**src/common/lc3b_types_pkg.sv**
```systemverilog
package lc3b_types_pkg;

	// processor data word, also used for byte addresses
	typedef logic [15:0] lc3b_word;

	typedef logic [7:0] lc3b_byte;

	// one enable bit per byte of a word, bit 0 is the low byte
	typedef logic [1:0] lc3b_mem_wmask;

endpackage : lc3b_types_pkg

```
**src/common/cache_pkg.sv**
```systemverilog
package cache_pkg;

	import lc3b_types_pkg::*;

	// bytes per cache line and per physical transfer
	localparam int block_bytes = 16;

	// byte offset within a block
	localparam int offset_bits = $clog2(block_bytes);

	// words view for reads, bytes view for masked writes
	typedef union packed {
		lc3b_word [block_bytes/2-1:0] words;
		lc3b_byte [block_bytes-1:0] bytes;
	} lc3b_c_block;

endpackage : cache_pkg

```
**src/cache/cache_control.sv**
```systemverilog
`timescale 1ns/1ps

module cache_control (
	input  logic clk,
	input  logic rst_n,

	input  logic read,
	input  logic write,
	input  logic hit,
	input  logic dirty,
	output logic resp,

	output logic load_line,
	output logic write_word,
	output logic set_clean,

	output logic pmem_read,
	output logic pmem_write,
	input  logic pmem_resp,
	output logic use_victim
);

	localparam logic [1:0] s_compare    = 2'd0;
	localparam logic [1:0] s_write_back = 2'd1;
	localparam logic [1:0] s_fill       = 2'd2;
	localparam logic [1:0] s_respond    = 2'd3;

	logic [1:0] state;
	logic [1:0] state_next;
	logic       req;

	assign req = read || write;

	always_comb begin
		state_next = state;
		case (state)
			s_compare: begin
				if (req && hit)
					state_next = s_respond;
				else if (req && dirty)
					state_next = s_write_back;
				else if (req)
					state_next = s_fill;
			end
			s_write_back: if (pmem_resp) state_next = s_fill;
			// refilled line is looked up again as a hit
			s_fill:       if (pmem_resp) state_next = s_compare;
			default:      state_next = s_compare;
		endcase
	end

	always_ff @(posedge clk or negedge rst_n) begin
		if (!rst_n)
			state <= s_compare;
		else
			state <= state_next;
	end

	assign resp       = (state == s_respond);
	assign write_word = (state == s_compare) && write && hit;
	assign pmem_write = (state == s_write_back);
	assign pmem_read  = (state == s_fill);
	assign use_victim = (state == s_write_back);
	assign set_clean  = (state == s_write_back) && pmem_resp;
	assign load_line  = (state == s_fill) && pmem_resp;

	a_one_request: assert property (@(posedge clk) disable iff (!rst_n)
		!(read && write));

	// requester has to hold its request until resp
	a_resp_pending: assert property (@(posedge clk) disable iff (!rst_n)
		resp |-> req);

endmodule : cache_control

```
**src/cache/cache_datapath.sv**
```systemverilog
`timescale 1ns/1ps

module cache_datapath
	import lc3b_types_pkg::*;
	import cache_pkg::*;
#(
	parameter int num_sets = 8
) (
	input  logic          clk,
	input  logic          rst_n,

	input  lc3b_word      address,
	input  lc3b_mem_wmask byte_enable,
	input  lc3b_word      wdata,
	output lc3b_word      rdata,

	output logic          hit,
	output logic          dirty,
	input  logic          load_line,
	input  logic          write_word,
	input  logic          set_clean,

	input  lc3b_c_block   fill_data,
	output lc3b_c_block   line_data,
	output lc3b_word      victim_address
);

	localparam int index_bits = $clog2(num_sets);
	localparam int tag_bits   = 16 - offset_bits - index_bits;

	logic [tag_bits-1:0]    tag_arr [num_sets];
	lc3b_c_block            data_arr [num_sets];
	logic [num_sets-1:0]    valid_arr;
	logic [num_sets-1:0]    dirty_arr;

	logic [tag_bits-1:0]    tag;
	logic [index_bits-1:0]  index;
	logic [offset_bits-2:0] word_sel;
	lc3b_c_block            merged;

	assign tag      = address[15 -: tag_bits];
	assign index    = address[offset_bits +: index_bits];
	assign word_sel = address[offset_bits-1:1];

	assign line_data = data_arr[index];
	assign rdata     = line_data.words[word_sel];
	assign hit       = valid_arr[index] && (tag_arr[index] == tag);
	assign dirty     = dirty_arr[index];

	// write-back goes to the block the stored tag names
	assign victim_address = {tag_arr[index], index, {offset_bits{1'b0}}};

	// low byte of wdata lands on the even byte of the word
	always_comb begin
		merged = line_data;
		for (int i = 0; i < 2; i++) begin
			if (byte_enable[i])
				merged.bytes[2*word_sel + i] = wdata[8*i +: 8];
		end
	end

	always_ff @(posedge clk) begin
		if (load_line) begin
			data_arr[index] <= fill_data;
			tag_arr[index]  <= tag;
		end else if (write_word) begin
			data_arr[index] <= merged;
		end
	end

	always_ff @(posedge clk or negedge rst_n) begin
		if (!rst_n) begin
			valid_arr <= '0;
			dirty_arr <= '0;
		end else if (load_line) begin
			valid_arr[index] <= 1'b1;
			dirty_arr[index] <= 1'b0;
		end else if (write_word) begin
			dirty_arr[index] <= 1'b1;
		end else if (set_clean) begin
			dirty_arr[index] <= 1'b0;
		end
	end

endmodule : cache_datapath

```
**src/cache/cache.sv**
```systemverilog
`timescale 1ns/1ps

module cache
	import lc3b_types_pkg::*;
	import cache_pkg::*;
#(
	parameter int num_sets = 8
) (
	input  logic          clk,
	input  logic          rst_n,

	input  logic          read,
	input  logic          write,
	input  lc3b_word      address,
	input  lc3b_mem_wmask byte_enable,
	input  lc3b_word      wdata,
	output lc3b_word      rdata,
	output logic          resp,

	output logic          pmem_read,
	output logic          pmem_write,
	output lc3b_word      pmem_address,
	output lc3b_c_block   pmem_wdata,
	input  lc3b_c_block   pmem_rdata,
	input  logic          pmem_resp
);

	logic     hit;
	logic     dirty;
	logic     load_line;
	logic     write_word;
	logic     set_clean;
	logic     use_victim;
	lc3b_word victim_address;

	// victim block during write-back, else the requested block
	assign pmem_address = use_victim ? victim_address
		: {address[15:offset_bits], {offset_bits{1'b0}}};

	cache_control control (
		.clk, .rst_n,
		.read, .write, .hit, .dirty, .resp,
		.load_line, .write_word, .set_clean,
		.pmem_read, .pmem_write, .pmem_resp, .use_victim
	);

	cache_datapath #(.num_sets(num_sets)) datapath (
		.clk, .rst_n,
		.address, .byte_enable, .wdata, .rdata,
		.hit, .dirty, .load_line, .write_word, .set_clean,
		.fill_data(pmem_rdata),
		.line_data(pmem_wdata),
		.victim_address
	);

endmodule : cache

```
**src/rtl/arbiter.sv**
```systemverilog
`timescale 1ns/1ps

module arbiter
	import lc3b_types_pkg::*;
	import cache_pkg::*;
(
	input  logic        clk,
	input  logic        rst_n,

	input  logic        inst_pmem_read,
	input  logic        inst_pmem_write,
	input  lc3b_word    inst_pmem_address,
	input  lc3b_c_block inst_pmem_wdata,
	output logic        inst_pmem_resp,

	input  logic        data_pmem_read,
	input  logic        data_pmem_write,
	input  lc3b_word    data_pmem_address,
	input  lc3b_c_block data_pmem_wdata,
	output logic        data_pmem_resp,

	output logic        pmem_read,
	output logic        pmem_write,
	output lc3b_word    pmem_address,
	output lc3b_c_block pmem_wdata,
	input  logic        pmem_resp
);

	// bit 1 data cache, bit 0 instruction cache
	logic [1:0] grant;
	logic       inst_req;
	logic       data_req;

	assign inst_req = inst_pmem_read || inst_pmem_write;
	assign data_req = data_pmem_read || data_pmem_write;

	always_ff @(posedge clk or negedge rst_n) begin
		if (!rst_n) begin
			grant <= 2'b00;
		end else if (grant == 2'b00) begin
			// data side wins a tie
			if (data_req)
				grant <= 2'b10;
			else if (inst_req)
				grant <= 2'b01;
		end else if (pmem_resp) begin
			grant <= 2'b00;
		end
	end

	assign pmem_read    = (grant[1] && data_pmem_read) || (grant[0] && inst_pmem_read);
	assign pmem_write   = (grant[1] && data_pmem_write) || (grant[0] && inst_pmem_write);
	assign pmem_address = grant[1] ? data_pmem_address : inst_pmem_address;
	assign pmem_wdata   = grant[1] ? data_pmem_wdata : inst_pmem_wdata;

	assign inst_pmem_resp = grant[0] && pmem_resp;
	assign data_pmem_resp = grant[1] && pmem_resp;

	// a grant only stays with a cache that still requests
	a_grant_requested: assert property (@(posedge clk) disable iff (!rst_n)
		(!grant[1] || data_req) && (!grant[0] || inst_req));

	// shared port request holds until memory answers
	a_port_held: assert property (@(posedge clk) disable iff (!rst_n)
		((pmem_read || pmem_write) && !pmem_resp)
		|=> $stable({pmem_read, pmem_write, pmem_address}));

endmodule : arbiter

```
**src/rtl/lc3b_mem.sv**
```systemverilog
`timescale 1ns/1ps

module lc3b_mem
	import lc3b_types_pkg::*;
	import cache_pkg::*;
#(
	parameter int num_sets = 8
) (
	input  logic          clk,
	input  logic          rst_n,

	input  logic          inst_read,
	input  logic          inst_write,
	input  lc3b_word      inst_address,
	input  lc3b_mem_wmask inst_byte_enable,
	input  lc3b_word      inst_wdata,
	output lc3b_word      inst_rdata,
	output logic          inst_resp,

	input  logic          data_read,
	input  logic          data_write,
	input  lc3b_word      data_address,
	input  lc3b_mem_wmask data_byte_enable,
	input  lc3b_word      data_wdata,
	output lc3b_word      data_rdata,
	output logic          data_resp,

	output logic          pmem_read,
	output logic          pmem_write,
	output lc3b_word      pmem_address,
	output lc3b_c_block   pmem_wdata,
	input  lc3b_c_block   pmem_rdata,
	input  logic          pmem_resp
);

	logic        inst_pmem_read;
	logic        inst_pmem_write;
	lc3b_word    inst_pmem_address;
	lc3b_c_block inst_pmem_wdata;
	logic        inst_pmem_resp;

	logic        data_pmem_read;
	logic        data_pmem_write;
	lc3b_word    data_pmem_address;
	lc3b_c_block data_pmem_wdata;
	logic        data_pmem_resp;

	cache #(.num_sets(num_sets)) inst_cache (
		.clk, .rst_n,
		.read(inst_read), .write(inst_write), .address(inst_address),
		.byte_enable(inst_byte_enable), .wdata(inst_wdata),
		.rdata(inst_rdata), .resp(inst_resp),
		.pmem_read(inst_pmem_read), .pmem_write(inst_pmem_write),
		.pmem_address(inst_pmem_address), .pmem_wdata(inst_pmem_wdata),
		.pmem_rdata, .pmem_resp(inst_pmem_resp)
	);

	cache #(.num_sets(num_sets)) data_cache (
		.clk, .rst_n,
		.read(data_read), .write(data_write), .address(data_address),
		.byte_enable(data_byte_enable), .wdata(data_wdata),
		.rdata(data_rdata), .resp(data_resp),
		.pmem_read(data_pmem_read), .pmem_write(data_pmem_write),
		.pmem_address(data_pmem_address), .pmem_wdata(data_pmem_wdata),
		.pmem_rdata, .pmem_resp(data_pmem_resp)
	);

	// rdata fans out to both caches, only the granted one samples it
	arbiter mem_arbiter (
		.clk, .rst_n,
		.inst_pmem_read, .inst_pmem_write, .inst_pmem_address,
		.inst_pmem_wdata, .inst_pmem_resp,
		.data_pmem_read, .data_pmem_write, .data_pmem_address,
		.data_pmem_wdata, .data_pmem_resp,
		.pmem_read, .pmem_write, .pmem_address, .pmem_wdata, .pmem_resp
	);

endmodule : lc3b_mem

```
**config.mk**
```make
export PLATFORM = sky130hd
export DESIGN_NAME = lc3b_mem
export DESIGN_NICKNAME = d
export VERILOG_FILES = /design/src/common/lc3b_types_pkg.sv /design/src/common/cache_pkg.sv /design/src/cache/cache_control.sv /design/src/cache/cache_datapath.sv /design/src/cache/cache.sv /design/src/rtl/arbiter.sv /design/src/rtl/lc3b_mem.sv
export SDC_FILE = /design/constraint.sdc
export NUM_CORES = 2
export LEC_CHECK = 0
export BUFFER_PORTS_ARGS = -buffer_cell sky130_fd_sc_hd__buf_4
export CAP_MARGIN = 30
export CORE_UTILIZATION = 40
export CTS_BUF_LIST = sky130_fd_sc_hd__clkbuf_8 sky130_fd_sc_hd__clkbuf_16
export DETAILED_ROUTE_END_ITERATION = 8
export GPL_TIMING_DRIVEN = 0
export RECOVER_POWER = 25
export SKIP_CTS_REPAIR_TIMING = 1
export SLEW_MARGIN = 20
export SYNTH_ARGS = -nofsm -noshare
export SYNTH_HDL_FRONTEND = slang
export SYNTH_HIERARCHICAL = 1
export SYNTH_SLANG_ARGS = --single-unit
export TNS_END_PERCENT = 1
```
**constraint.sdc**
```tcl
create_clock -name clk -period 37.5 [get_ports clk]
set_input_delay 1.875 -clock clk [delete_from_list [all_inputs] [get_ports clk]]
set_output_delay 1.875 -clock clk [all_outputs]
set_load 0.01 [all_outputs]
```
==> results <==
- Each instance of the synthesized netlist takes up on average 16.1 µm².
- The placeable core area is 234,000 µm².
- The number of standard cells after synthesis is 5,853.
- The synthesized netlist devotes 0% of its cell area to adder and majority cells.
- The height of the die is 488 µm.
- In this run the remaining antenna-violating nets after routing total 0.
- The worst-case clock skew is 0.131 ns.
- On the worst path, the slowest cell contributes a delay of 1.26 ns.
- The die covers 238,000 µm².
- The clock net in this run drives a total of 2,230 sinks.
- For this run, the post-layout net count is 7,078.
- For this design the top-level I/O count stands at 383.
- The critical path's top delay family is buffers and inverters.
- The effective utilization at floorplan is 40.4%.
- Port buffering added 366 buffers.
- In the finished design, the share of the clock period the worst path needs comes to 33.7%.
- In this run, CTS created clock tree buffers numbering 223.
- The slowest cell on the critical path is clkbuf_1.
- In the final layout, the share of cells above drive strength 1 is 25.8%.
- The sum of net half-perimeters after detailed placement is 383 mm.
- The total track usage is 41.7%.
- After synthesis, the share of cell area in mux cells is 12.5%.
- The number of failing setup endpoints in the final timing report is 0.
- The sequential cell area in the final layout is 66,800 µm².
- The worst slew margin relative to its limit is -60.5%.
- Summing every instance area after synthesis gives 94,400 µm².
- After detailed routing, the total wire length is 503 mm.
- The later pin in the worst-skew pair is clocked with a latency of 0.95 ns.
- Of all nets on the critical path, the largest fanout is 19.
- Counting distinct cell types in the post-synthesis netlist gives 81.
- The first-pass GRT wire length is 637 mm.
- At the end of routability-driven placement, the weighted congestion stood at 1.10.
- By startpoint and endpoint, the worst setup path is classified as in2reg.
- The clock-pin transition on the worst setup and hold timing paths is 0.06 ns.
- The largest net degree at the start of global routing is 39.
- The sum of internal, switching and leakage power is 6.24 mW.
- The slew at the pin closest to its max-slew limit is 2.41 ns.
- The average wire per cell in the routed design is 49.1 µm.
- The violation count after the first detailed-route iteration is 13,400.
- The area added between synthesis and finish is 19.8%.
- Data on the critical path is required at its endpoint by 38.08 ns.
- Across all layers, the routed design uses 69,500 vias.
- The clock tree root driver cell is clkbuf_16.
- After detailed routing, the number of remaining DRC violations is 0.
- STA classifies the critical path startpoint as an input port.
- The tool flagged a number of max-cap violations equal to 20.
- The signal on the critical path passes through clkbuf_1 > clkbuf_1 > clkbuf_1 > clkbuf_1 > clkbuf_1 > clkbuf_1 > clkbuf_1 > clkbuf_1 > clkbuf_1 > nand2_1 > nor2_1 > clkbuf_1 > clkbuf_1 > clkbuf_1 > buf_16.
- The number of global-route vias before repair is 62,900.
- Summing the areas of all compound-gate instances in the mapped netlist gives 10.1% of the synthesized area.
- The total leakage power is 40.0 nW.
- The buffer and inverter count on the worst path is 13.
- The global-route congestion overflow total is 0.
- Summing the areas of all xor and xnor instances in the mapped netlist gives 0.167% of the synthesized area.
- The run finished, with violations left.
- The floorplan step set the die width to 488 µm.
- The max-slew violation count was 310.
- The proportion of register bits with asynchronous set or reset after synthesis is 1.70%.
- The worst setup path is captured at a register.
- The number of levels in the clock H-tree is 4.
- Before antenna repair, the detailed router went through 8 iterations.
- After floorplanning, the core was divided into 177 placement rows.
- The dominant combinational cell family by area after synthesis is multiplexers.
- The total of warnings raised by yosys is 6.
- The number of failing hold endpoints at the final stage was 0.
- The area used by multi-input combinational logic is 25,500 µm².
- After synthesis, flip-flops and latches occupy 70.7% of the total area.
- The final reports fail on max-capacitance violations, max-slew violations.
- Setup repair after global routing left no endpoint under its margin.
- The area share of and/or/nand/nor cells after synthesis is 3.77%.
- In the routed layout, each cell is associated on average with a via count of 6.79.
- VDD sags by at most 0.0519 mV.
- In this run the power density over the cells is 55.1 nW/µm².
- Counting along the longest clock path gives a buffer depth of 3.
- The TritonCTS clock tree is yes.
- Counting the fill cells in the layout gives 20,000.
- The dominant synthesized flop cell is edfxtp_1.
- In this design, the critical path's most frequently occurring cell is clkbuf_1.
- The worst path in the final design needs a cycle of 12.63 ns, including I/O delays and setup.
- Static timing analysis puts the maximum clock frequency at 79.2 MHz.
- The initial antenna violation count is 71.
- The flop and latch count out of synthesis is 2,230.
- The worst hold path class is reg2reg.
- Across all register-to-register paths, the minimum setup slack is 29.70 ns.
- The summed negative setup slack over all endpoints is 0 ns.
- In this run, synthesis inferred 2,192 flip-flops with an integrated enable.
- For the worst setup path, the data arrival time is 13.21 ns.
==> layer usage <==
layer / track usage [%] / wire length, µm / share of wire, % / vias up
met2: 56.1 / 199000 / 40 / 6483
met4: 33.9 / 50700 / 10 / 34
met3: 16.0 / 73400 / 15 / 1582
met1: 52.8 / 179000 / 36 / 35800
met5: 0.408 / 443 / 0.088 / -
li1: - / - / - / 25700
==> cells in the final DEF, fill, tap and decap left out, types with 176 or more instances in the layout <==
cell and n:
clkbuf_16 223, buf_4 526, o21ai_1 201, nand2_1 525, a22oi_1 176, edfxtp_1 2192, a221oi_1 263, mux2i_1 398
mux2_2 279, clkbuf_1 299
==> metrics by stage <==
stage	util, %	worst slack (ns)	instances	area, µm²	hold slack (ns)
detailed placement	45.5	28.45	9735	106000	0.446
CTS	48.7	29.34	10200	114000	0.467
global placement	43.3	10.04	9357	101000	0.442
global route	48.4	24.99	10200	113000	0.482
floorplan	-	23.64	5859	94400	0.428
finish	48.4	24.87	10200	113000	0.466
==> where the power goes <==
group          total, mW  leakage, nW  switching [mW]  internal, mW
Sequential          2.81         20.1          0.0166          2.80
Combinational       1.12         16.1           0.776         0.348
Clock               2.30         3.81            1.01          1.29
==> worst register-to-register path, stage by stage, from the launching register on <==
cell	delay [ns]
edfxtp_1	0.36
mux4_2	0.47
mux2_2	0.30
xor2_1	0.14
nor2_1	0.15
nor4b_1	0.22
and4b_1	0.28
and4bb_2	0.27
clkbuf_1	0.43
nor2_1	0.23
buf_4	0.21
nor2_1	0.93
clkbuf_1	0.69
clkbuf_1	1.26
clkbuf_1	1.27
buf_16	0.28
==> final timing paths <==
kind,from,endpoint,cells after the start
max,inst_address[5],inst_cache/datapath/data_arr[6][41],15
min,data_cache/datapath/valid_arr[3],data_cache/datapath/valid_arr[3],1
max reg2reg,inst_cache/datapath/tag_arr[7][5],inst_cache/datapath/data_arr[6][41],15
min reg2reg,data_cache/datapath/valid_arr[3],data_cache/datapath/valid_arr[3],1
max in group asynchronous,rst_n,inst_cache/control/state[0],1
min in group asynchronous,rst_n,async pin,1
==> sequential cells by signal (all words and copies together), names as in the netlist, named ones only <==
register                       flops
inst_cache/control/state           2
inst_cache/datapath/tag_arr       72
data_cache/datapath/valid_arr      8
inst_cache/datapath/valid_arr      8
inst_cache/datapath/data_arr    1024
mem_arbiter/grant                  2
data_cache/control/state           2
data_cache/datapath/data_arr    1024
data_cache/datapath/tag_arr       72
==> cell families (layout without fill, tap and decap cells) <==
family / after synthesis / in the layout
other: 2 / 50
buffers and inverters: 525 / 1733
muxes: 921 / 921
AOI/OAI and AO/OA: 1328 / 1328
xor gates and xnor gates: 18 / 18
and+or+nand+nor: 829 / 829
DFF: 2230 / 2230
==> cell usage after synthesis, types with 47 or more instances <==
master	n	share of area [%]
a221o_1	47	0.50
mux4_2	161	3.8
clkbuf_1	179	0.71
inv_1	93	0.37
a221oi_1	270	2.5
mux2_2	283	3.4
nand2_1	526	2.1
o221ai_1	48	0.45
o22ai_1	87	0.58
o21ai_0	258	1.4
buf_2	124	0.66
a22oi_1	176	1.4
o21ai_1	144	0.76
a21oi_1	53	0.28
mux2i_1	404	4.3
buf_4	54	0.43
edfxtp_1	2192	70
nor2_1	139	0.55
==> area by class of cell <==
| type | count | share of cell area [%] |
|---|---|---|
| Timing Repair Buffer | 791 | 5.98 |
| Sequential cell | 2230 | 59.0 |
| Inverter | 100 | 0.332 |
| Buffer | 425 | 1.92 |
| Multi-Input combinational cell | 3104 | 22.5 |
| Tap cell | 3132 | 3.46 |
| Antenna cell | 42 | 0.0929 |
| Clock inverter | 192 | 1.71 |
| Clock buffer | 225 | 4.96 |
(Power assumes the default switching activity.)
